### config.mk
export PLATFORM = sky130hd
export DESIGN_NAME = pdl_arbiter
export DESIGN_NICKNAME = d
export VERILOG_FILES = /design/src/pdl_pkg.sv /design/src/pdl_arbiter.sv
export SDC_FILE = /design/constraint.sdc
export NUM_CORES = 1
export LEC_CHECK = 0
export ABC_AREA = 0
export BUFFER_PORTS_ARGS = -buffer_cell sky130_fd_sc_hd__buf_2
export CORE_UTILIZATION = 53
export CTS_BUF_LIST = sky130_fd_sc_hd__clkbuf_2
export DETAILED_ROUTE_END_ITERATION = 8
export HOLD_SLACK_MARGIN = 0.12
export PLACE_DENSITY = 0.94
export RECOVER_POWER = 50
export SETUP_SLACK_MARGIN = 0.3
export SYNTH_ARGS = -nofsm -noshare
export SYNTH_HDL_FRONTEND = slang
export SYNTH_SLANG_ARGS = --single-unit
### constraint.sdc
create_clock -name clk_a -period 4.75 [get_ports clk_a]
set_input_delay 0.7125 -clock clk_a [delete_from_list [all_inputs] [get_ports clk_a]]
set_output_delay 0.7125 -clock clk_a [all_outputs]
set_load 0.01 [all_outputs]
### src/pdl_pkg.sv
// ==========================================================
// PDL package: memory geometry, word types and peer tags
// shared by the arbiter, the peers and the RAM.
// ==========================================================
`default_nettype none

package pdl_pkg;

   // ==========================================================
   // memory geometry
   // ==========================================================
   localparam int pdl_addr_w = 10;                 // 1k words.
   localparam int pdl_data_w = 32;
   localparam int pdl_depth  = 1 << pdl_addr_w;

   typedef logic [pdl_addr_w-1:0] pdl_addr_t;
   typedef logic [pdl_data_w-1:0] pdl_word_t;

   // ==========================================================
   // request owner tags
   // ==========================================================
   // The arbiter tags every port a read with the peer that issued it,
   // so that the return can be steered back to that peer.
   localparam logic pdl_peer_stack = 1'b0;         // push/pop engine.
   localparam logic pdl_peer_index = 1'b1;         // base plus offset engine.

endpackage

`default_nettype wire

### src/pdl_arbiter.sv
// ==========================================================
// PDL port a arbiter: round-robin between the stack and index
// peers, one pending slot each, read returns steered by tag.
// ==========================================================
`default_nettype none
`timescale 1ns/100ps

module pdl_arbiter (
   input  logic               clk_a,
   input  logic               reset,
   input  logic               stack_req,
   input  logic               stack_we,
   input  logic               index_req,
   input  logic               index_we,
   input  pdl_pkg::pdl_addr_t stack_addr,
   input  pdl_pkg::pdl_addr_t index_addr,
   input  pdl_pkg::pdl_word_t stack_wdata,
   input  pdl_pkg::pdl_word_t index_wdata,
   output logic               stack_rvalid,
   output logic               index_rvalid,
   output pdl_pkg::pdl_word_t rdata,
   output logic               wren_a,
   output logic               rden_a,
   output pdl_pkg::pdl_addr_t address_a,
   output pdl_pkg::pdl_word_t data_a,
   input  pdl_pkg::pdl_word_t q_a
);

   import pdl_pkg::*;

   logic      pend_s;                              // stack slot occupied.
   logic      pend_i;
   logic      pend_s_we;
   logic      pend_i_we;
   pdl_addr_t pend_s_addr;
   pdl_addr_t pend_i_addr;
   pdl_word_t pend_s_wdata;
   pdl_word_t pend_i_wdata;
   logic      last_grant;                          // tag of last peer served.
   logic      has_s;
   logic      has_i;
   logic      grant_s;
   logic      grant_i;
   logic      sel_we;
   pdl_addr_t sel_addr;
   pdl_word_t sel_wdata;
   logic      rd_q;                                // q_a valid this cycle.
   logic      rd_owner_q;

   assign has_s = pend_s | stack_req;
   assign has_i = pend_i | index_req;

   // ==========================================================
   // grant selection
   // ==========================================================
   // A pending request lost last cycle and is served first, so only
   // fresh strobes from both peers at once fall back to round robin.
   always_comb
   begin
      grant_s = 1'b0;
      grant_i = 1'b0;
      if (pend_s)
         grant_s = 1'b1;
      else if (pend_i)
         grant_i = 1'b1;
      else if (has_s && has_i)
      begin
         grant_s = (last_grant == pdl_peer_index);
         grant_i = (last_grant == pdl_peer_stack);
      end
      else
      begin
         grant_s = has_s;
         grant_i = has_i;
      end
   end

   always_comb
   begin
      if (grant_s)
      begin
         sel_we    = pend_s ? pend_s_we    : stack_we;
         sel_addr  = pend_s ? pend_s_addr  : stack_addr;
         sel_wdata = pend_s ? pend_s_wdata : stack_wdata;
      end
      else
      begin
         sel_we    = pend_i ? pend_i_we    : index_we;
         sel_addr  = pend_i ? pend_i_addr  : index_addr;
         sel_wdata = pend_i ? pend_i_wdata : index_wdata;
      end
   end

   assign wren_a    = (grant_s | grant_i) & sel_we;
   assign rden_a    = (grant_s | grant_i) & ~sel_we;
   assign address_a = sel_addr;
   assign data_a    = sel_wdata;

   // ==========================================================
   // pending slots and read tag pipeline
   // ==========================================================
   always_ff @(posedge clk_a)
   begin
      if (reset)
      begin
         pend_s     <= 1'b0;
         pend_i     <= 1'b0;
         last_grant <= pdl_peer_index;             // stack wins first.
         rd_q       <= 1'b0;
         rd_owner_q <= pdl_peer_stack;
      end
      else
      begin
         pend_s <= stack_req & ~grant_s;
         pend_i <= index_req & ~grant_i;
         if (grant_s)
            last_grant <= pdl_peer_stack;
         else if (grant_i)
            last_grant <= pdl_peer_index;
         rd_q       <= rden_a;
         rd_owner_q <= grant_i ? pdl_peer_index : pdl_peer_stack;
      end
   end

   always_ff @(posedge clk_a)
   begin
      if (stack_req && !grant_s)
      begin
         pend_s_we    <= stack_we;
         pend_s_addr  <= stack_addr;
         pend_s_wdata <= stack_wdata;
      end
      if (index_req && !grant_i)
      begin
         pend_i_we    <= index_we;
         pend_i_addr  <= index_addr;
         pend_i_wdata <= index_wdata;
      end
   end

   assign stack_rvalid = rd_q & (rd_owner_q == pdl_peer_stack);
   assign index_rvalid = rd_q & (rd_owner_q == pdl_peer_index);
   assign rdata        = q_a;

endmodule

`default_nettype wire

==> results summary <==
Entering global routing, the biggest net connects a little under 90 pins. The area of all sequential standard cells came out at 2680 µm². Once the clock tree was built, the resizer swapped 0 gates to a different size. The total track usage came out at a little over a fifth. The count of routing violations after the opening detailed-route iteration is 160. The number of pins with negative max-slew slack in the final report is 0. The worst setup path is captured at a primary output. The layout has roughly 660 filler cells. The routed wire length on met3 came out at ~430 µm. The final routed wire length divided by cell count is approximately 17 µm. The detailed-routed wire length on met2 is around 4.7 mm. The initial cell density of the core came out at between 50 and 60%.

The largest buffer count on any clock path is 2. Compared with the post-synthesis result, the final layout area differs by 11.8%. The arrival time of data at the critical path endpoint is roughly 2.6 ns. The worst setup path is of the flip-flop to primary output kind.

The number of antenna violations at the first check in global routing is 0. The first global-routing pass estimated 14.0 mm of wire. The worst hold path class is input pin to flip-flop.

The number of nets in the synthesized netlist is 460. The final setup violation count came out at 0. The leakage dissipation came out at about 1.7 nW. The later-pin clock latency in the skew report came out at approximately 0.52 ns.

The first-pass iteration count of the detailed router came out at 4. TritonCTS built the clock tree. The max-cap violation count came out at 0. The synthesized area per cell is roughly 13 µm². The final period utilization is between 60% and 70%. The synthesized netlist cell count came out at between 300 and 400. The H-tree depth reported by CTS came out at 3. The detailed-route DRC error count is 0. The maximum VDD drop is 0.188 mV. The power per standard cell area came out at 333 nW/µm². The die is ~93 µm tall.

The cell area after synthesis came out at between 4000 and 5000 µm². The worst-case setup slack after placement is 1.60 ns. The die area is 8710 µm². The required arrival time at the worst endpoint is slightly above 4 ns. After detailed routing, the wire length on met1 is ~3.8 mm.

Adding up every negative setup slack in the final design gives 0 ns. In this run the tightest slew margin relative to its limit is 27.1%. Across all register-to-register paths, the minimum setup slack is 2.07 ns. The clock-pin slew on the worst setup and hold paths is around 0.26 ns. The final design utilization is between 60% and 70%. The proportion of synthesized chip area in sequential cells is 60.7%. The slowest stage of the critical path is the sky130_fd_sc_hd__a31oi_4 cell.

0 antenna diodes ended up in the layout. The beginning of the critical path is last_grant. The number of endpoints with negative hold slack in the final report came to 0. Synthesis instantiated 22 different standard cells from the library. Dividing the detail-routed via count by the number of cells gives roughly 5.5.

The highest signal layer in the routed design is met4. The master cell of the clock root buffer is sky130_fd_sc_hd__clkbuf_2. Summed over all layers, the global routing overflow is 0. After detailed placement, the design holds a cell count of approximately 520.

The overall via count from detail_route is just under 3000. The highest net fanout along the worst path is between 50 and 60. The pin slew with the least headroom to its limit came out at between 1 and 1.5 ns.

The worst hold path begins at stack_wdata[24]. The total core area came out at approximately 8000 µm². Once the clock tree was built, the setup fixing pass inserted 0 buffers.

The number of buffers inserted during clock tree synthesis came out at 9. The TritonCTS sink count is 91. 200 I/O pins were placed. The share of post-route cells with drive strength above 1 came out at 25.5%. The stage delay of the slowest cell on the critical path is 0.75 ns. The number of nets with antenna violations after routing is 0. Walking the worst path, the cells encountered are nand2b_1 -> a31oi_4 -> buf_12 -> a211oi_1 -> a21oi_1 -> buf_2.

The critical path startpoint category is a flip-flop. The final RePlAce weighted congestion came out at slightly below 0.8. The standard-cell row count came out at 32. The quantity of I/O buffers inserted on ports is roughly 140.

The run finished with clean final reports. The highest clock rate came out at about 300 MHz. The worst path in the final design needs a cycle of roughly 3.3 ns, including I/O delays and setup.

Across the routed clock network, the largest skew measured is approximately 0.044 ns. Setup repair after global routing left no endpoint under its margin. Leaving out filler cells and counting taps, the final layout contains 538. Setup slack closes at 1.43 ns. The post-detailed-routing wire length is around 9 mm. The synthesis warning total came out at 0. The via count of the first global-routing pass came out at around 2800. The hold buffer count at CTS is 0. In the final design database the tool counted 553 nets.

After legalization and detailed placement, the total HPWL measured 6.33 mm. Summing internal, switching and leakage power gives 1.64 mW. The area of combinational cells with multiple inputs came out at around 1400 µm².

The synthesized design contains 91 register bits. The die span in x came out at 93.3 µm. In this run the critical register-to-register path is launched from pend_s.
## metrics by stage
step           hold WS [ns]  instance area, µm²
6_report              0.354                4940
5_1_grt               0.288                4940
4_1_cts               0.303                5010
3_5_place_dp          0.664                4900
3_3_place_gp          0.608                4900
2_1_floorplan         0.626                4420
## kinds of logic after synthesis
group / after synthesis / synth area share, %
AOI/OAI and AO/OA: 91 / 13.2
DFF: 91 / 60.7
buffers and inverters: 59 / 8.49
and+or+nand+nor: 53 / 7.62
muxes: 44 / 9.97
## cells in the final DEF (no fill, tap or decap), drive strengths merged
| cell | netlist | final |
|---|---|---|
| a211oi | 42 | 42 |
| a21boi | 1 | 1 |
| a21oi | 42 | 42 |
| a31oi | 2 | 2 |
| and2 | 3 | 3 |
| buf | 53 | 91 |
| bufinv | 0 | 1 |
| clkbuf | 3 | 58 |
| clkinv | 0 | 3 |
| clkinvlp | 0 | 1 |
| dfxtp | 5 | 5 |
| edfxtp | 86 | 86 |
| inv | 3 | 3 |
| mux2i | 44 | 44 |
| nand2b | 2 | 2 |
| nor2 | 1 | 1 |
| nor2b | 46 | 46 |
| o211ai | 1 | 1 |
| o21ai | 2 | 2 |
| o22ai | 1 | 1 |
| or2 | 1 | 1 |
## where the power goes
part	switching, mW	total (mW)	internal (mW)
Combinational	0.187	0.316	0.129
Clock	0.249	0.373	0.124
Sequential	0.0151	0.955	0.940
## cell type report
class,instances,area share (%)
Tap cell,102,2.58
Sequential cell,91,54.3
Clock inverter,5,1.09
Multi-Input combinational cell,188,27.5
Clock buffer,11,1.11
Inverter,3,0.228
Timing Repair Buffer,138,13.2
## sequential cells by signal, summed over array words and instances, names as in the netlist
signal / flops
rd_owner_q: 1
pend_i_we: 1
pend_i_addr: 10
pend_i_wdata: 32
pend_s_we: 1
rd_q: 1
pend_i: 1
pend_s_addr: 10
last_grant: 1
pend_s: 1
pend_s_wdata: 32
## routing by layer
metal | global-route usage [%] | up-vias
met5 | 0 | -
met3 | 3.33 | 24
met4 | 9.87 | 0
met1 | 26.4 | 1385
li1 | - | 1435
met2 | 36.1 | 93
## cell usage after synthesis
master,instances,area (µm²)
sky130_fd_sc_hd__edfxtp_1,86,2580
sky130_fd_sc_hd__nor2b_1,46,288
sky130_fd_sc_hd__mux2i_1,44,440
sky130_fd_sc_hd__a211oi_1,42,315
sky130_fd_sc_hd__a21oi_1,42,210
sky130_fd_sc_hd__buf_4,35,263
sky130_fd_sc_hd__buf_2,18,90.1
sky130_fd_sc_hd__dfxtp_1,5,100
sky130_fd_sc_hd__and2_1,3,18.8
sky130_fd_sc_hd__clkbuf_1,3,11.3
sky130_fd_sc_hd__inv_1,2,7.51
sky130_fd_sc_hd__o21ai_0,2,10.0
sky130_fd_sc_hd__a21boi_0,1,7.51
sky130_fd_sc_hd__a31oi_1,1,6.26
sky130_fd_sc_hd__a31oi_4,1,21.3
sky130_fd_sc_hd__inv_2,1,3.75
sky130_fd_sc_hd__nand2b_1,1,6.26
sky130_fd_sc_hd__nand2b_4,1,13.8
sky130_fd_sc_hd__nor2_1,1,3.75
sky130_fd_sc_hd__o211ai_1,1,7.51
sky130_fd_sc_hd__o22ai_1,1,6.26
sky130_fd_sc_hd__or2_2,1,6.26
## critical path, delay by kind of cell, from the launching register on
family | cells | cell delay, ns
compound gates | 3 | 1.05
buf+inv | 2 | 0.48
flops | 1 | 0.36
simple gates | 1 | 0.19
## final timing paths
check                           depth (start not counted)                to
worst max-delay path                                    6        data_a[18]
worst max register to register                          4  pend_i_wdata[11]
worst min-delay path                                    1  pend_s_wdata[24]
worst min register to register                          3        last_grant
Power figures use the tool's default switching activity.
