File: src/pdl_pkg.sv
// ==========================================================
// PDL package: memory geometry, word types and peer tags
// shared by the arbiter, the peers and the RAM.
// ==========================================================
`default_nettype none

package pdl_pkg;

   // ==========================================================
   // memory geometry
   // ==========================================================
   localparam int pdl_addr_w = 10;                 // 1k words.
   localparam int pdl_data_w = 32;
   localparam int pdl_depth  = 1 << pdl_addr_w;

   typedef logic [pdl_addr_w-1:0] pdl_addr_t;
   typedef logic [pdl_data_w-1:0] pdl_word_t;

   // ==========================================================
   // request owner tags
   // ==========================================================
   // The arbiter tags every port a read with the peer that issued it,
   // so that the return can be steered back to that peer.
   localparam logic pdl_peer_stack = 1'b0;         // push/pop engine.
   localparam logic pdl_peer_index = 1'b1;         // base plus offset engine.

endpackage

`default_nettype wire

File: src/pdl_index_unit.sv
// ==========================================================
// PDL index unit: base register plus offset addressing,
// registered port a requests and latched read results.
// ==========================================================
`default_nettype none
`timescale 1ns/100ps

module pdl_index_unit (
   input  logic               clk_a,
   input  logic               reset,
   input  logic               set_base,
   input  logic               idx_rd,
   input  logic               idx_wr,
   input  pdl_pkg::pdl_addr_t base_in,
   input  pdl_pkg::pdl_addr_t offset,
   input  pdl_pkg::pdl_word_t idx_wdata,
   output pdl_pkg::pdl_word_t idx_data,
   output logic               idx_done,
   output logic               index_req,
   output logic               index_we,
   output pdl_pkg::pdl_addr_t index_addr,
   output pdl_pkg::pdl_word_t index_wdata,
   input  logic               index_rvalid,
   input  pdl_pkg::pdl_word_t rdata
);

   import pdl_pkg::*;

   pdl_addr_t base_q;
   pdl_word_t idx_hold;

   always_ff @(posedge clk_a)
   begin
      if (reset)
      begin
         base_q    <= '0;
         index_req <= 1'b0;
         index_we  <= 1'b0;
         idx_hold  <= '0;
      end
      else
      begin
         if (set_base)
            base_q <= base_in;                     // takes effect next op.
         index_req <= idx_rd | idx_wr;
         if (idx_wr || idx_rd)
            index_we <= idx_wr;
         if (index_rvalid)
            idx_hold <= rdata;
      end
   end

   always_ff @(posedge clk_a)
   begin
      if (idx_wr || idx_rd)
      begin
         index_addr  <= base_q + offset;           // wraps modulo 1024.
         index_wdata <= idx_wdata;
      end
   end

   assign idx_done = index_rvalid;
   assign idx_data = index_rvalid ? rdata : idx_hold;

endmodule

`default_nettype wire

File: config.mk
export PLATFORM = sky130hd
export DESIGN_NAME = pdl_index_unit
export DESIGN_NICKNAME = d
export VERILOG_FILES = /design/src/pdl_pkg.sv /design/src/pdl_index_unit.sv
export SDC_FILE = /design/constraint.sdc
export NUM_CORES = 1
export LEC_CHECK = 0
export ABC_AREA = 1
export BUFFER_PORTS_ARGS = -buffer_cell sky130_fd_sc_hd__buf_2
export CORE_ASPECT_RATIO = 0.5
export CORE_MARGIN = 1
export CORE_UTILIZATION = 46
export DETAILED_ROUTE_END_ITERATION = 16
export HOLD_SLACK_MARGIN = 0.05
export PLACE_DENSITY = 0.86
export SYNTH_ARGS = -nofsm -noshare
export SYNTH_HDL_FRONTEND = slang
export SYNTH_SLANG_ARGS = --single-unit
File: constraint.sdc
create_clock -name clk_a -period 2.22 [get_ports clk_a]
set_input_delay 0.222 -clock clk_a [delete_from_list [all_inputs] [get_ports clk_a]]
set_output_delay 0.222 -clock clk_a [all_outputs]
set_load 0.02 [all_outputs]
==> results of run 1 <==
worst min-delay path by stage:
stage,startpoint,to,slack [ns],cells past startpoint
after CTS,idx_wdata[30],index_wdata[30]$_DFFE_PP_,0.05,1
after global routing,idx_wdata[10],index_wdata[10]$_DFFE_PP_,0.05,1
after global placement,idx_wdata[14],index_wdata[14]$_DFFE_PP_,0.40,1
after floorplan,idx_wdata[0],index_wdata[0]$_DFFE_PP_,0.32,0
final,idx_wdata[15],index_wdata[15]$_DFFE_PP_,0.07,1
after detailed placement,idx_wdata[24],index_wdata[24]$_DFFE_PP_,0.40,1
registers in the layout (all words and copies together) (netlist names):
name         count
idx_hold        32
base_q          10
index_req        1
index_addr      10
index_wdata     32
index_we         1
report_power, final:
part / leakage (nW) / switching, mW / total [mW] / internal (mW)
clock network: 0.163 / 0.560 / 1.65 / 1.10
logic: 1.41 / 0.388 / 0.609 / 0.221
registers: 0.792 / 0.0322 / 1.84 / 1.80
placed cells by master, fill, tap and decap left out, drive strengths merged:
| cell type | instances |
|---|---|
| nor2 | 7 |
| o21a | 1 |
| dlygate4sd3 | 2 |
| edfxtp | 42 |
| clkinv | 2 |
| clkbuf | 11 |
| xnor2 | 1 |
| a21oi | 47 |
| ha | 9 |
| nand4 | 1 |
| nand3 | 7 |
| o21ai | 1 |
| fa | 1 |
| buf | 168 |
| nand2 | 150 |
| a211oi | 1 |
| inv | 20 |
| bufinv | 3 |
| xor2 | 4 |
| dfxtp | 44 |
routing by layer:
| layer | up-vias | global-route usage [%] | share of wire (%) |
|---|---|---|---|
| li1 | 1472 | - | - |
| met1 | 1291 | 20.9 | 42 |
| met2 | 99 | 33.3 | 50 |
| met3 | 15 | 6.48 | 6.9 |
| met4 | 0 | 7.83 | 1.9 |
| met5 | - | 0 | 0 |
worst reg2reg max path: stages (launching register included):
cell	delay (ns)
dfxtp_1	0.34
ha_1	0.19
inv_1	0.06
fa_1	0.42
o21ai_2	0.22
nand2_1	0.10
nand3_1	0.09
nand2_1	0.05
area by class of cell:
type	instances	area [µm²]	area share, %
repair buffers	170	878	19.0
well taps	92	115	2.49
inverters	20	75.1	1.63
clock buffers	11	233	5.04
multi-input cells	230	1070	23.3
clock inverters	5	100	2.17
flip-flops and latches	86	2140	46.4
per-stage QoR:
stage / worst slack, ns / util, % / hold slack (ns)
6_report: 0.501 / 67.1 / 0.0669
5_1_grt: 0.400 / 67.1 / 0.0509
4_1_cts: 0.498 / 66.8 / 0.0543
3_5_place_dp: 0.501 / 61.9 / 0.400
3_3_place_gp: 0.557 / 61.9 / 0.399
2_1_floorplan: 0.645 / - / 0.321
cell families after synthesis:
| kind of cell | share of synthesized area (%) |
|---|---|
| AOI/OAI and AO/OA | 7.66 |
| xor gates and xnor gates | 1.30 |
| adders and majority gates | 3.92 |
| buffers and inverters | 4.96 |
| DFF | 63.4 |
| and+or+nand+nor | 18.8 |
timing repair:
item	4_1_cts	5_1_grt
hold buffers	0	2
endpoints found under the setup margin	0	0
endpoints found under the hold margin	0	2
==> qor.csv, run 1 <==
metric,value,unit
initial antenna violation count,0,
Tmin final,1.72,ns
# DRC,0,
Via density,4.69,
Total Routing Usage GR,19.0,%
worst-path cell chain,"ha_1, inv_1, fa_1, o21ai_2, nand2_1, nand3_1, nand2_1",
initial DRC count,179,
io pins,167,
CP Data Arrival Time,1.81,ns
Critical Path End,index_addr[8]$_DFFE_PP_,
Worst Reg2Reg Path Length in Cells,7,
RSZ-0062 raised after global routing,false,
Die ar.,0.00772,mm²
synth top area cells,"edfxtp_1 37%, dfxtp_1 26%, nand2_1 17%",
top cell type's share of synthesized area,37.3,%
top_reg_cell synth,dfxtp_1,
WL per Instance,11.5,µm
status,"complete, no violations",
Commonest cells post-synth,"150 x nand2_1, 47 x a21oi_1, 44 x dfxtp_1, 42 x edfxtp_1, 19 x inv_1",
Setup crit end kind,flip-flop,
max incr delay on CP,0.42,ns
Num CTS Buffers,9,
Core Rows,21,
Post-synth EDFFs,42,
WP data required,2.31,ns
final hold vios,0,
share of flip-flops with an asynchronous set or reset,0,%
Die H,62.6,µm
largest net degree at the start of global routing,45,
dpl cell area,0.00426,mm²
worst reg2reg endpoint,index_addr[8]$_DFFE_PP_,
total negative setup slack,0,ns
"Slew Viols, Final",0,
Final nets,617,
CP Depth,7,
Vias,2877,
Maximum Capacitance Violations,0,
final wirelength,7070,µm
Critical Path Fanout Max,3,
r2r setup slk,0.50,ns
first drt pass iteration count,5,
Congestion Overflow GR,0,
Root Buffer,clkbuf_16,
Die Width,123,µm
YS warnings,0,
cell family with most CP delay,adder cells,
pwr dens,888,mW/mm²
area grow syn2layout,36.6,%
Placed Cells,596,
Placer Congestion,0.861,
DP Wirelength,5210,µm
Post-Synthesis Cells,351,
worst setup path startpoint,base_q[0]$_SDFFE_PP0P_,
Startpoint Class,flip-flop,
layout cells sized above 1,35.6,%
reg2reg start,base_q[0]$_SDFFE_PP0P_,
Post-CTS Setup Repair Bufs,0,
CTS tree,built,
Tightest Pin Transition,0.801,ns
IO Port Bufs,166,
Slowest cell on crit path,fa_1,
Starting Density,49.1,%
Unique masters post-synth,21,
clock buffer depth,2,
Max transition margin,46.6,%
Worst Path Buf+Inv,1,
Tot Pwr,4.10,mW
CP dominant cell by count,nand2_1,
Seq cells post-synth,86,
fin crit share,77.4,%
antenna fix cells,0,
fin cells,614,
leading area contributor after synthesis,edfxtp_1,
cell area after layout,0.00462,mm²
Filler Cell Count,551,
clock skew,0.00656,ns
Leakage,2.36,nW
CTS sink count,86,
Syn Area/Cell,9.63,µm²
critical path type,flip-flop to flip-flop,
Final ANT Viol Nets,0,
clock latency on the worst-skew pair,0.33,ns
net count after synthesis,451,
Core Region,0.00688,mm²
global-route wire length before repair,11200,µm
clock slew seen by the registers of the worst setup and hold paths,0.06,ns
Hold Path Class,input port to flip-flop,
Peak VDD IR,615,µV
fmax,582,MHz
post-synthesis cell area,0.00338,mm²
vias in the first global route,2608,
post-cts resize count,0,
setup violators final,0,
H-tree depth,3,
sequential share of the synthesized area,63.4,%
most frequent cell after synthesis,nand2_1,
Note: power is estimated with default switching activity, not from simulation.
==> run 2: changes to the inputs <==
--- a/config.mk
+++ b/config.mk
@@ -9,10 +9,10 @@
 export BUFFER_PORTS_ARGS = -buffer_cell sky130_fd_sc_hd__buf_2
 export CORE_ASPECT_RATIO = 0.5
 export CORE_MARGIN = 1
-export CORE_UTILIZATION = 46
+export CORE_UTILIZATION = 41
 export DETAILED_ROUTE_END_ITERATION = 16
 export HOLD_SLACK_MARGIN = 0.05
-export PLACE_DENSITY = 0.86
+export PLACE_DENSITY = 0.82
 export SYNTH_ARGS = -nofsm -noshare
 export SYNTH_HDL_FRONTEND = slang
 export SYNTH_SLANG_ARGS = --single-unit
==> constraint.sdc (replaced) <==
create_clock -name clk_a -period 1.5 [get_ports clk_a]
set_input_delay 0.15 -clock clk_a [delete_from_list [all_inputs] [get_ports clk_a]]
set_output_delay 0.15 -clock clk_a [all_outputs]
set_load 0.02 [all_outputs]
==> run 2 against run 1 <==
  * Clock skew decreased by 0.0026 ns
  * Flip-flop and latch count unchanged
  * Sequential share of layout area decreased by 4.4 points
  * Clock power increased by 40%
  * Die area increased by 12%
  * Via count increased by 4.6%
  * Cell count increased by 8.6%
  * Worst setup slack got worse by 0.48 ns
  * Sequential power increased by 48%
  * Largest power group unchanged
==> qor.csv, run 2 (synthesized netlist as in run 1, its figures left out) <==
metric,value,unit,change
antenna fix cells,0,,unchanged
CTS tree,built,,
cell family with most CP delay,flip-flops,,
pwr dens,1190,mW/mm²,+34%
worst-path cell chain,"ha_2, a21oi_2, o21ai_4, buf_4, xor2_1",,
Congestion Overflow GR,0,,unchanged
metal2 WL,4210,µm,+20%
Critical Path Fanout Max,4,,+1
Starting Density,44.2,%,-4.9 points
Hold EP,base_q[4]$_SDFFE_PP0P_,,
layout cells sized above 1,38.8,%,+3.2 points
clock skew,0.00398,ns,-0.00258 ns
max incr delay on CP,0.35,ns,-0.07 ns
critical path type,flip-flop to flip-flop,,
DP Wirelength,5110,µm,-1.8%
post-place setup slack,-0.0919,ns,-0.593 ns
r2r setup slk,0.02,ns,-0.48 ns
Leakage,2.52,nW,+6.5%
vias in the first global route,2722,,+4.4%
global-route wire length before repair,11600,µm,+3.3%
Die ar.,0.00864,mm²,+12%
first drt pass iteration count,4,,-1
Worst Hold Path Cells,3,,+2
Maximum Capacitance Violations,0,,unchanged
clock slew seen by the registers of the worst setup and hold paths,0.06,ns,about the same
RSZ-0062 raised after global routing,true,,
fmax,677,MHz,+16%
worst reg2reg endpoint,index_addr[4]$_DFFE_PP_,,
H-tree depth,3,,unchanged
Slowest cell on crit path,dfxtp_1,,
Root Buffer,clkbuf_16,,
Final Util,66.8,%,-0.26 points
Worst Reg2Reg Path Length in Cells,5,,-2
Startpoint Class,flip-flop,,
largest net degree at the start of global routing,43,,-4.4%
CTS sink count,86,,unchanged
clock power share,38.0,%,-2.4 points
final wirelength,8120,µm,+15%
reg2reg start,base_q[3]$_SDFFE_PP0P_,,
Num CTS Buffers,9,,unchanged
Worst Hold Launch,base_in[4],,
routed wl met3,515,µm,+5.3%
"commonest non-fill, non-tap cells in the layout","166 x buf_2, 144 x nand2_1, 44 x a21oi_1, 42 x dfxtp_1, 42 x edfxtp_1",,
clock buffer depth,2,,unchanged
Hold Path Class,input port to flip-flop,,
Final ANT Viol Nets,0,,unchanged
part of the power in registers,44.8,%,about the same
Die H,66.2,µm,+5.7%
Via density,4.51,,-3.7%
Tmin final,1.48,ns,-0.241 ns
Peak VDD IR,637,µV,+3.5%
initial DRC count,104,,-42%
Max transition margin,65.8,%,+19 points
Worst Path Buf+Inv,1,,unchanged
Regs by FF count,"idx_hold x32, index_wdata x32",,
Power Internal,4.54,mW,+46%
Setup crit end kind,flip-flop,,
initial antenna violation count,0,,unchanged
Sw Pwr,1.54,mW,+58%
Placer Congestion,0.782,,-9.2%
post-route setup slack,0.0222,ns,-0.479 ns
clock latency on the worst-skew pair,0.33,ns,about the same
IO Port Bufs,166,,unchanged
WP data required,1.59,ns,-0.72 ns
setup violators final,0,,unchanged
fin crit share,98.5,%,+21 points
Core Rows,22,,+4.8%
"most common cell after layout, fill and taps aside",buf_2,,
"Slew Viols, Final",0,,unchanged
Tightest Pin Transition,0.512,ns,-0.288 ns
Top Layer Used,met4,,
Core Region,0.00765,mm²,+11%
WL per Instance,12.2,µm,+5.7%
routed length on met1,3320,µm,+13%
Comb pwr share,17.2,%,+2.3 points
final hold vios,0,,unchanged
# DRC,0,,unchanged
Die Width,130,µm,+5.8%
area grow syn2layout,51.2,%,
Tot Pwr,6.08,mW,+48%
io pins,167,,unchanged
status,"complete, no violations",,
Total Routing Usage GR,17.8,%,-1.2 points
Vias,3010,,+4.6%
Final nets,654,,+6.0%
CP Data Arrival Time,1.57,ns,-0.24 ns
switching share of total power,25.4,%,+1.5 points
[run 2: final cells by class]
type | count | area, µm²
clock inverter | 7 | 88.8
timing repair buffer | 207 | 1240
sequential | 86 | 2140
multi-input combinational | 230 | 1200
inverter | 20 | 75.1
tap | 108 | 135
fill | 607 | 2540
clock buffer | 9 | 225
[run 2: timing repair]
item,CTS,global route
hold buffers,32,0
pin swaps,8,6
gates resized for setup,6,18
setup endpoints to repair,2,6
hold endpoints to repair,32,0
setup buffers,3,1
[run 2: metal layers]
layer | global-route usage (%) | up-vias
met5 | 0 | -
met4 | 4.74 | 0
met3 | 6.55 | 10
met2 | 34.2 | 90
met1 | 18.4 | 1360
li1 | - | 1550
[run 2: worst max path at each step]
| stage | from | end | slack, ns | depth (start not counted) |
|---|---|---|---|---|
| 6_report | base_q[3]$_SDFFE_PP0P_ | index_addr[4]$_DFFE_PP_ | 0.02 | 5 |
| 5_1_grt | base_q[7]$_SDFFE_PP0P_ | index_addr[9]$_DFFE_PP_ | -0.05 | 7 |
| 3_3_place_gp | base_q[0]$_SDFFE_PP0P_ | index_addr[8]$_DFFE_PP_ | -0.05 | 7 |
| 2_1_floorplan | base_q[0]$_SDFFE_PP0P_ | index_addr[8]$_DFFE_PP_ | 0.01 | 7 |
| 3_5_place_dp | base_q[0]$_SDFFE_PP0P_ | index_addr[8]$_DFFE_PP_ | -0.09 | 7 |
| 4_1_cts | base_q[0]$_SDFFE_PP0P_ | index_addr[6]$_DFFE_PP_ | -0.06 | 7 |
[run 2: metrics by stage]
stage	cells	setup TNS (ns)	instance area, µm²	hold WS, ns
6_report	667	0	5110	0.0646
5_1_grt	667	-0.158	5110	0.0645
4_1_cts	666	-0.151	5000	0.0544
3_5_place_dp	615	-0.169	4320	0.328
3_3_place_gp	615	-0.0937	4320	0.327
2_1_floorplan	351	0	3390	0.249
[run 2: tightest hold or removal path, delay by kind of cell]
kind / cells / cell delay (ns)
buffers and inverters: 1 / 0.10
AND/OR/NAND/NOR: 1 / 0.05
AO/OA/AOI/OAI: 1 / 0.05
[run 2: power groups by stage]
stage                     logic, mW  clock network, mW  registers, mW
after floorplan               0.394                  0           2.94
after global placement        0.902                  0           2.76
after detailed placement      0.917                  0           2.77
after CTS                     0.999               2.36           2.72
after global routing           1.14               2.46           2.74
final                          1.05               2.31           2.72
