==> config.mk <==
export PLATFORM = sky130hd
export DESIGN_NAME = pdl_stack_unit
export DESIGN_NICKNAME = d
export VERILOG_FILES = /design/src/pdl_pkg.sv /design/src/pdl_stack_unit.sv
export SDC_FILE = /design/constraint.sdc
export NUM_CORES = 1
export LEC_CHECK = 0
export BUFFER_PORTS_ARGS = -buffer_cell sky130_fd_sc_hd__buf_4
export CORE_ASPECT_RATIO = 2
export CORE_MARGIN = 2
export CORE_UTILIZATION = 46
export CTS_CLUSTER_SIZE = 28
export DETAILED_ROUTE_END_ITERATION = 8
export PLACE_DENSITY_LB_ADDON = 0.15
export SLEW_MARGIN = 20
export SYNTH_ARGS = -nofsm -noshare
export SYNTH_HDL_FRONTEND = slang
export SYNTH_SLANG_ARGS = --single-unit
==> constraint.sdc <==
create_clock -name clk_a -period 1.9 [get_ports clk_a]
set_input_delay 0.19 -clock clk_a [delete_from_list [all_inputs] [get_ports clk_a]]
set_output_delay 0.19 -clock clk_a [all_outputs]
set_load 0.05 [all_outputs]
==> src/pdl_pkg.sv <==
// ==========================================================
// PDL package: memory geometry, word types and peer tags
// shared by the arbiter, the peers and the RAM.
// ==========================================================
`default_nettype none

package pdl_pkg;

   // ==========================================================
   // memory geometry
   // ==========================================================
   localparam int pdl_addr_w = 10;                 // 1k words.
   localparam int pdl_data_w = 32;
   localparam int pdl_depth  = 1 << pdl_addr_w;

   typedef logic [pdl_addr_w-1:0] pdl_addr_t;
   typedef logic [pdl_data_w-1:0] pdl_word_t;

   // ==========================================================
   // request owner tags
   // ==========================================================
   // The arbiter tags every port a read with the peer that issued it,
   // so that the return can be steered back to that peer.
   localparam logic pdl_peer_stack = 1'b0;         // push/pop engine.
   localparam logic pdl_peer_index = 1'b1;         // base plus offset engine.

endpackage

`default_nettype wire

==> src/pdl_stack_unit.sv <==
// ==========================================================
// PDL stack unit: keeps the stack pointer and turns push/pop
// strobes into registered port a requests.
// ==========================================================
`default_nettype none
`timescale 1ns/100ps

module pdl_stack_unit (
   input  logic               clk_a,
   input  logic               reset,
   input  logic               push,
   input  logic               pop,
   input  pdl_pkg::pdl_word_t push_data,
   output pdl_pkg::pdl_word_t pop_data,
   output logic               pop_done,
   output pdl_pkg::pdl_addr_t sp,
   output logic               stack_req,
   output logic               stack_we,
   output pdl_pkg::pdl_addr_t stack_addr,
   output pdl_pkg::pdl_word_t stack_wdata,
   input  logic               stack_rvalid,
   input  pdl_pkg::pdl_word_t rdata
);

   import pdl_pkg::*;

   pdl_word_t pop_hold;                            // last popped word.

   // ==========================================================
   // pointer and request
   // ==========================================================
   // sp points at the next free word, so a push writes at sp and a
   // pop reads at sp - 1. Both wrap at the 10-bit width.
   always_ff @(posedge clk_a)
   begin
      if (reset)
      begin
         sp        <= '0;
         stack_req <= 1'b0;
         stack_we  <= 1'b0;
      end
      else if (push)
      begin
         sp        <= sp + 1'b1;
         stack_req <= 1'b1;
         stack_we  <= 1'b1;
      end
      else if (pop)
      begin
         sp        <= sp - 1'b1;
         stack_req <= 1'b1;
         stack_we  <= 1'b0;
      end
      else
         stack_req <= 1'b0;
   end

   always_ff @(posedge clk_a)
   begin
      if (push)
      begin
         stack_addr  <= sp;
         stack_wdata <= push_data;
      end
      else if (pop)
         stack_addr <= sp - 1'b1;                  // 0 wraps to 1023.
   end

   // ==========================================================
   // pop return
   // ==========================================================
   always_ff @(posedge clk_a)
   begin
      if (reset)
         pop_hold <= '0;
      else if (stack_rvalid)
         pop_hold <= rdata;
   end

   assign pop_done = stack_rvalid;
   assign pop_data = stack_rvalid ? rdata : pop_hold;

endmodule

`default_nettype wire

==> results of run 1 <==
-- worst min-delay path by stage --
stage	startpoint	end	slack (ns)	cells after the start
after detailed placement	push_data[19]	stack_wdata[19]	0.37	1
after floorplan	push_data[0]	stack_wdata[0]	0.29	0
after global routing	push_data[11]	stack_wdata[11]	0.01	1
after global placement	push_data[11]	stack_wdata[11]	0.37	1
after CTS	push_data[26]	stack_wdata[26]	0.01	1
final	push_data[26]	stack_wdata[26]	0.03	1
-- per-layer routing --
layer | part of all wire | vias up | wire, um | global-route usage
met2 | 0.57 | 86 | 4499 | 0.3699
met1 | 0.35 | 1148 | 2740 | 0.2001
li1 | - | 1201 | - | -
met4 | 0.027 | 0 | 214 | 0.09762
met3 | 0.057 | 15 | 451 | 0.05089
met5 | 0 | - | 0 | 0
-- synth_stat cells, drive strengths merged (2+ instances only) --
cell type,instances,share of area
a221oi,2,0.0051
nand2,8,0.0096
edfxtp,42,0.37
nor2,15,0.017
clkbuf,5,0.0055
dfxtp,44,0.26
xor2,5,0.013
inv,6,0.0066
a21oi,3,0.0044
and2,3,0.0055
nor2b,35,0.064
a211oi,2,0.0044
o21ai,2,0.0029
mux2,35,0.12
ha,4,0.015
and3,2,0.0037
nor4,2,0.0081
a32oi,4,0.010
buf,10,0.017
nor3,5,0.0088
and4,3,0.0077
xnor2,7,0.018
-- cell type report --
class | count | area, um2 | area share
clock buffer | 10 | 229.0 | 0.04625
clock inverter | 6 | 86.33 | 0.01744
inverter | 6 | 22.52 | 0.004549
multi-input combinational | 147 | 1162 | 0.2348
sequential | 86 | 2142 | 0.4326
tap | 92 | 115.1 | 0.02325
timing repair buffer | 159 | 1194 | 0.2411
-- critical path, delay by kind of cell (launching register included) --
| family | cells | cell delay (ns) |
|---|---|---|
| DFF | 1 | 0.60 |
| and+or+nand+nor | 2 | 0.35 |
| muxes | 1 | 0.33 |
| AOI/OAI and AO/OA | 1 | 0.23 |
-- stage by stage --
step | cell area [um2] | hold slack [ns] | utilization
5_1_grt | 4951 | 0.01182 | 0.6865
2_1_floorplan | 3402 | 0.2889 | -
3_3_place_gp | 4636 | 0.3686 | 0.6428
6_report | 4951 | 0.02911 | 0.6865
3_5_place_dp | 4636 | 0.3693 | 0.6428
4_1_cts | 4951 | 0.01492 | 0.6865
-- registers in the layout, summed over array words and instances (netlist names) --
name / count
pop_hold: 32
sp: 10
stack_addr: 10
stack_req: 1
stack_wdata: 32
stack_we: 1
-- cell families (layout without fill, tap and decap cells) --
kind of cell | Yosys count | after routing | synth area share
multiplexers | 36 | 36 | 0.1188
adder cells (fa/ha/maj) | 4 | 4 | 0.01471
buffers and inverters | 21 | 181 | 0.02869
AO/OA/AOI/OAI | 16 | 16 | 0.03567
XOR/XNOR | 12 | 12 | 0.03089
AND/OR/NAND/NOR | 79 | 79 | 0.1416
flip-flops | 86 | 86 | 0.6296
-- power by group --
| group | switching (W) | internal (W) | leakage (nW) |
|---|---|---|---|
| clock network | 0.000681 | 0.00115 | 0.152 |
| registers | 0.0000834 | 0.00213 | 0.783 |
| logic | 0.000918 | 0.000485 | 1.26 |
| total | 0.00168 | 0.00376 | 2.20 |
==> qor.csv, run 1 <==
metric,value,unit
clkTransAtPathRegs,0.06,ns
worst_slack,0.2656,ns
worst_pin_slew,0.4606,ns
mostFrequentLayoutCells,"159 x buf_4, 44 x dfxtp_1, 42 x edfxtp_1, 35 x nor2b_1, 28 x mux2_2",
r2r_cells,4,
top_level_ports,156,
cts_hold_buf,0,
first_iter_violations,159,
grt_max_degree,34,
port_buffers,155,
fin_nets,482,
worst-path-max-fanout,13,
yosysSeqAreaShare,0.6296,
rsz0062_at_grt,no,
required,2.12,ns
cp_cell_sequence,nor2_1 > and3b_1 > a32oi_1 > mux2_1,
grt_pass1_vias,2420,
cts_buffer_depth,2,
wl_per_cell,15.62,um
fin_crit_sh,0.8602,
r2r_slack,0.27,ns
antenna_found_initial,0,
reg2reg_from,sp[4],
crit_type,flip-flop to flip-flop,
antenna_left,0,
via_count,2450,
grt_overflow,0,
vdd.ir_drop.worst,0.6658,mV
async_flop_share,0,
grtUsageTotal,0.2002,
ys_ff_latch,86,
core,0.007212,mm2
power_density,1099,mW/mm2
synth_nets,327,
cp_slowest_cell,dfxtp_1,
cts_tree,yes,
tns,0,ns
cp_data_arrival_time,1.85,ns
grt_pass1_wl,12100,um
postCtsSetupBuffers,0,
fin_cells,506,
outcome,completed,
synth_top_flop_cell,dfxtp_1,
timing.critical_path.to,sp[7],
drt_first_pass_iters,4,
fp-row-count,44,
post_cts_resize_count,0,
htreeDepth,3,
cts_sinks,86,
cpPeakStageDelay,0.60,ns
area_delta_synth_final,45.53,%
setup_violations,0,
syn_area,0.003402,mm2
synth.avg_cell_area,13.39,um2
maxSlewViolCount,0,
initial_utilization,0.4717,
dp_slack,0.2897,ns
root_buffer,clkbuf_16,
drc_errors,0,
yosys_warnings,0,
die_height,125.6,um
place_congestion,0.8575,
relSlewSlack,0.6925,
wl,7905,um
place_inst,490,
timing.fmax,611.9,MHz
die_area,0.008141,mm2
syn_inst,254,
hold_viol,0,
diodes,0,
crit_path_start,sp[4],
synth_cell_types,39,
layout-drive-gt1-share,0.5000,
layout_commonest_cell,buf_4,
cts_made_buffers,9,
die_w,64.81,um
filler_cell_count,594,
leakage,2.196,nW
dp.final_hpwl,5775,um
synth_edf_count,42,
reg2reg_to,sp[7],
period_needed,1.634,ns
worstHoldPathType,input port to flip-flop,
worstSkewPairLatency,0.33,ns
cp-end-kind,flip-flop,
power,0.005442,W
drt-vias-per-instance,4.842,
critical_path.startpoint_type,flip-flop,
drv_cap,0,
fin_skew,0.005087,ns
No activity file was read; power rests on OpenSTA's default activity.
==> run 2: changes to the inputs <==
--- a/config.mk
+++ b/config.mk
@@ -12,6 +12,7 @@
 export CTS_CLUSTER_SIZE = 28
 export DETAILED_ROUTE_END_ITERATION = 8
 export PLACE_DENSITY_LB_ADDON = 0.15
+export RECOVER_POWER = 25
 export SLEW_MARGIN = 20
 export SYNTH_ARGS = -nofsm -noshare
 export SYNTH_HDL_FRONTEND = slang
==> run 2 against run 1 <==
Fmax is 0.44% lower. Clock power hardly changed. Largest cell class unchanged. Highest routed layer unchanged. Global-route usage stayed put. Critical endpoint is now pop_data[5]. Combinational power hardly changed. Die area stayed put. Critical path depth is 1 lower. Sequential cell count stayed put. Sequential power hardly changed. First-iteration DRC count is 8.8% lower. Clock skew hardly changed. Non-clock buffer count stayed put.
==> qor.csv, run 2 (synthesis results as in run 1) <==
metric,value,unit
outcome,completed,
port_buffers,155,
drt_first_pass_iters,4,
maxSlewViolCount,0,
grt_max_degree,34,
cts_sinks,86,
p_sw,0.001681,W
initial_utilization,0.4717,
clkTransAtPathRegs,0.06,ns
layout_commonest_cell,buf_4,
drt-vias-per-instance,4.834,
core,0.007212,mm2
top_level_ports,156,
critical_path.startpoint_type,input port,
hold_viol,0,
fp-row-count,44,
grtUsageTotal,0.2002,
drv_cap,0,
vdd.ir_drop.worst,0.6665,mV
period_needed,1.642,ns
seqPwrFrac,0.406,
post_cts_resize_count,0,
relSlewSlack,0.4502,
antenna_found_initial,0,
drc_errors,0,
grt_overflow,0,
diodes,0,
fin_skew,0.004967,ns
timing.fmax,609.2,MHz
grt_pass1_vias,2420,
reg_top3,"pop_hold x32, stack_wdata x32",
fin_nets,482,
stdcell_area,0.004946,mm2
worst-path-max-fanout,33,
first_iter_violations,145,
via_count,2446,
cts_buffer_depth,2,
antenna_left,0,
tns,0,ns
cts_made_buffers,9,
cts_tree,yes,
cts_hold_buf,0,
die_area,0.008141,mm2
postCtsSetupBuffers,0,
p_comb_frac,0.257,
setup_violations,0,
worstSkewPairLatency,0.33,ns
pwr-share-clk,0.336,
layout-drive-gt1-share,0.5000,
whs,0.05313,ns
worst_pin_slew,0.8247,ns
power.internal,0.003756,W
cp_data_arrival_time,1.45,ns
wl_per_cell,15.56,um
root_buffer,clkbuf_16,
leakage,2.188,nW
mostFrequentLayoutCells,"125 x buf_4, 44 x dfxtp_1, 42 x edfxtp_1, 35 x nor2b_1, 32 x clkbuf_4",
worstHoldPathType,input port to flip-flop,
die_height,125.6,um
area_delta_synth_final,45.38,%
dp.final_hpwl,5775,um
required,1.71,ns
p_sw_frac,0.3091,
power_density,1099,mW/mm2
rsz0062_at_grt,no,
placed_area,0.004636,mm2
fin_crit_sh,0.8640,
die_w,64.81,um
crit_type,input port to output pin,
grt_pass1_wl,12100,um
cp-end-kind,output pin,
htreeDepth,3,
wl,7872,um
place_congestion,0.8575,
power,0.005437,W
run 2: cell types whose count changed in the layout (fill, tap and decap cells not counted):
| cell | previous run | this run |
|---|---|---|
| buf_4 | 159 | 125 |
| clkbuf_2 | 0 | 2 |
| clkbuf_4 | 0 | 32 |
run 2: power groups by stage:
| stage | Sequential (W) | Clock [W] | Combinational [W] |
|---|---|---|---|
| 2_1_floorplan | 0.00267 | 0 | 0.000528 |
| 3_3_place_gp | 0.00224 | 0 | 0.00140 |
| 3_5_place_dp | 0.00225 | 0 | 0.00141 |
| 4_1_cts | 0.00221 | 0.00188 | 0.00141 |
| 5_1_grt | 0.00223 | 0.00194 | 0.00147 |
| 6_report | 0.00221 | 0.00183 | 0.00140 |
run 2: path summary, 6_finish.rpt:
path / start / end / slack (ns) / depth (start not counted)
max: stack_rvalid / pop_data[5] / 0.26 / 3
min reg2reg: stack_we / stack_we / 0.50 / 2
max reg2reg: sp[4] / sp[7] / 0.27 / 4
min: push_data[11] / stack_wdata[11] / 0.05 / 1
run 2: worst max-delay path: stages:
cell and delay [ns]:
clkbuf_2 0.62, mux2_2 0.43, buf_4 0.20
run 2: through the flow:
step / std cells / setup slack (ns) / util
floorplan: 254 / 0.06242 / -
global placement: 490 / 0.3351 / 0.6428
detailed placement: 490 / 0.2897 / 0.6428
CTS: 506 / 0.2783 / 0.6865
global route: 506 / 0.1252 / 0.6858
finish: 506 / 0.2584 / 0.6858
run 2: routing by layer:
layer	routed length, um	part of all wire	vias to the layer above	global-route usage
li1	-	-	1199	-
met1	2713	0.34	1144	0.2001
met2	4476	0.57	88	0.3699
met3	465	0.059	15	0.05089
met4	217	0.028	0	0.09762
met5	0	0	-	0
run 2: layout make-up:
| class | count | area [um2] |
|---|---|---|
| fillers | 596 | 2266 |
| flip-flops and latches | 86 | 2142 |
| repair buffers | 159 | 1189 |
| multi-input cells | 147 | 1162 |
| clock buffers | 10 | 229.0 |
| well taps | 92 | 115.1 |
| clock inverters | 6 | 86.33 |
| inverters | 6 | 22.52 |
==> run 3: changes to the inputs <==
--- a/config.mk
+++ b/config.mk
@@ -8,7 +8,7 @@
 export BUFFER_PORTS_ARGS = -buffer_cell sky130_fd_sc_hd__buf_4
 export CORE_ASPECT_RATIO = 2
 export CORE_MARGIN = 2
-export CORE_UTILIZATION = 46
+export CORE_UTILIZATION = 42
 export CTS_CLUSTER_SIZE = 28
 export DETAILED_ROUTE_END_ITERATION = 8
 export PLACE_DENSITY_LB_ADDON = 0.15
==> constraint.sdc (replaced) <==
create_clock -name clk_a -period 1.5 [get_ports clk_a]
set_input_delay 0.15 -clock clk_a [delete_from_list [all_inputs] [get_ports clk_a]]
set_output_delay 0.15 -clock clk_a [all_outputs]
set_load 0.05 [all_outputs]
==> run 3 against run 2 <==
Via count up 8.7%. Clock-buffer cell count unchanged. Final area grew 9.9%. Critical path depth is 1 higher. Non-clock buffer count rose by 39.
==> qor.csv, run 3 (synthesis results as in run 1) <==
metric,value,unit
dp.final_hpwl,5977,um
fin_skew,0.006145,ns
grt_pass1_wl,13360,um
holdPathStages,2,
via_count,2658,
top_level_ports,156,
diodes,0,
dp_slack,-0.01875,ns
mostFrequentLayoutCells,"133 x buf_4, 42 x edfxtp_1, 36 x dfxtp_1, 35 x nor2b_1",
period_needed,1.419,ns
setup_violations,0,
fin_crit_sh,0.9461,
vdd.ir_drop.worst,0.6842,mV
ff_latch_area,0.002165,mm2
drv_cap,0,
place_congestion,0.7900,
fin_cells,549,
power_density,1338,mW/mm2
antenna_found_initial,0,
initial_utilization,0.4315,
worst_pin_slew,0.7490,ns
cp-end-kind,flip-flop,
cp_data_arrival_time,1.63,ns
reg_top3,"pop_hold x32, stack_wdata x32",
grt_pass1_vias,2717,
die_height,131.3,um
cts_sinks,86,
drt-vias-per-instance,4.842,
wl_per_cell,16.22,um
worst-path-max-fanout,11,
wl,8903,um
cts_made_buffers,9,
fin_util,0.6893,
drc_errors,0,
grt_overflow,0,
worst_slack,0.08087,ns
placed_area,0.004705,mm2
first_iter_violations,113,
layout-drive-gt1-share,0.5099,
worstHoldPathType,input port to flip-flop,
tns,0,ns
worstSkewPairLatency,0.33,ns
core,0.007885,mm2
timing.fmax,704.7,MHz
area_delta_synth_final,59.76,%
required,1.71,ns
hold_viol,0,
filler_cell_count,598,
fin_nets,521,
leakage,2.390,nW
fp-row-count,46,
grtUsageTotal,0.2062,
htreeDepth,3,
cts_buffer_depth,2,
antenna_left,0,
clkTransAtPathRegs,0.06,ns
layout_commonest_cell,buf_4,
place_inst,498,
maxSlewViolCount,0,
drt_first_pass_iters,4,
stdcell_area,0.005435,mm2
die_w,67.64,um
critical_path.startpoint_type,flip-flop,
grt_max_degree,34,
relSlewSlack,0.5006,
multi_input_area,0.001211,mm2
root_buffer,clkbuf_16,
outcome,completed,
cts_tree,yes,
crit_type,flip-flop to flip-flop,
die_area,0.008880,mm2
r2r_cells,4,
port_buffers,155,
rsz0062_at_grt,no,
run 3: final cells by class:
type	count	area share
tap	96	0.02210
clock buffer	10	0.04397
multi-input combinational	147	0.2228
inverter	6	0.005064
sequential	86	0.3983
clock inverter	6	0.02003
timing repair buffer	198	0.2878
run 3: power breakdown:
group,internal (W),leakage [nW],total [W],switching (W)
combinational,0.000710,1.43,0.00192,0.00121
sequential,0.00270,0.788,0.00281,0.000116
clock,0.00167,0.169,0.00254,0.000877
run 3: worst max-delay path: stages (launching register included):
cell and delay, ns:
dfxtp_4 0.40, and3_4 0.21, and2_1 0.16, a32oi_1 0.19, mux2_1 0.34
run 3: stage by stage:
stage               hold slack [ns]  total power, W
floorplan                    0.2489        0.004061
finish                       0.1719        0.007274
global route                 0.1793        0.007548
CTS                          0.1652        0.007293
detailed placement           0.3293        0.004678
global placement             0.3282        0.004651
run 3: path summary, 6_finish.rpt:
path	startpoint	end	slack, ns
worst max-delay path	sp[2]	sp[7]	0.08
worst max register to register	sp[2]	sp[7]	0.08
worst min-delay path	reset	sp[2]	0.17
worst min register to register	stack_we	stack_we	0.51
run 3: timing repair:
item,in CTS,in global routing
setup buffers,0,3
hold endpoints to repair,32,0
setup endpoints to repair,1,7
gates resized for setup,2,8
pin swaps,0,7
hold buffers,32,0
run 3: metal layers:
metal,vias up,GRT usage,wire [um]
met4,0,0.1088,346
met3,23,0.05137,502
met2,95,0.3851,5263
met1,1261,0.1890,2791
li1,1279,-,-
met5,-,0,0
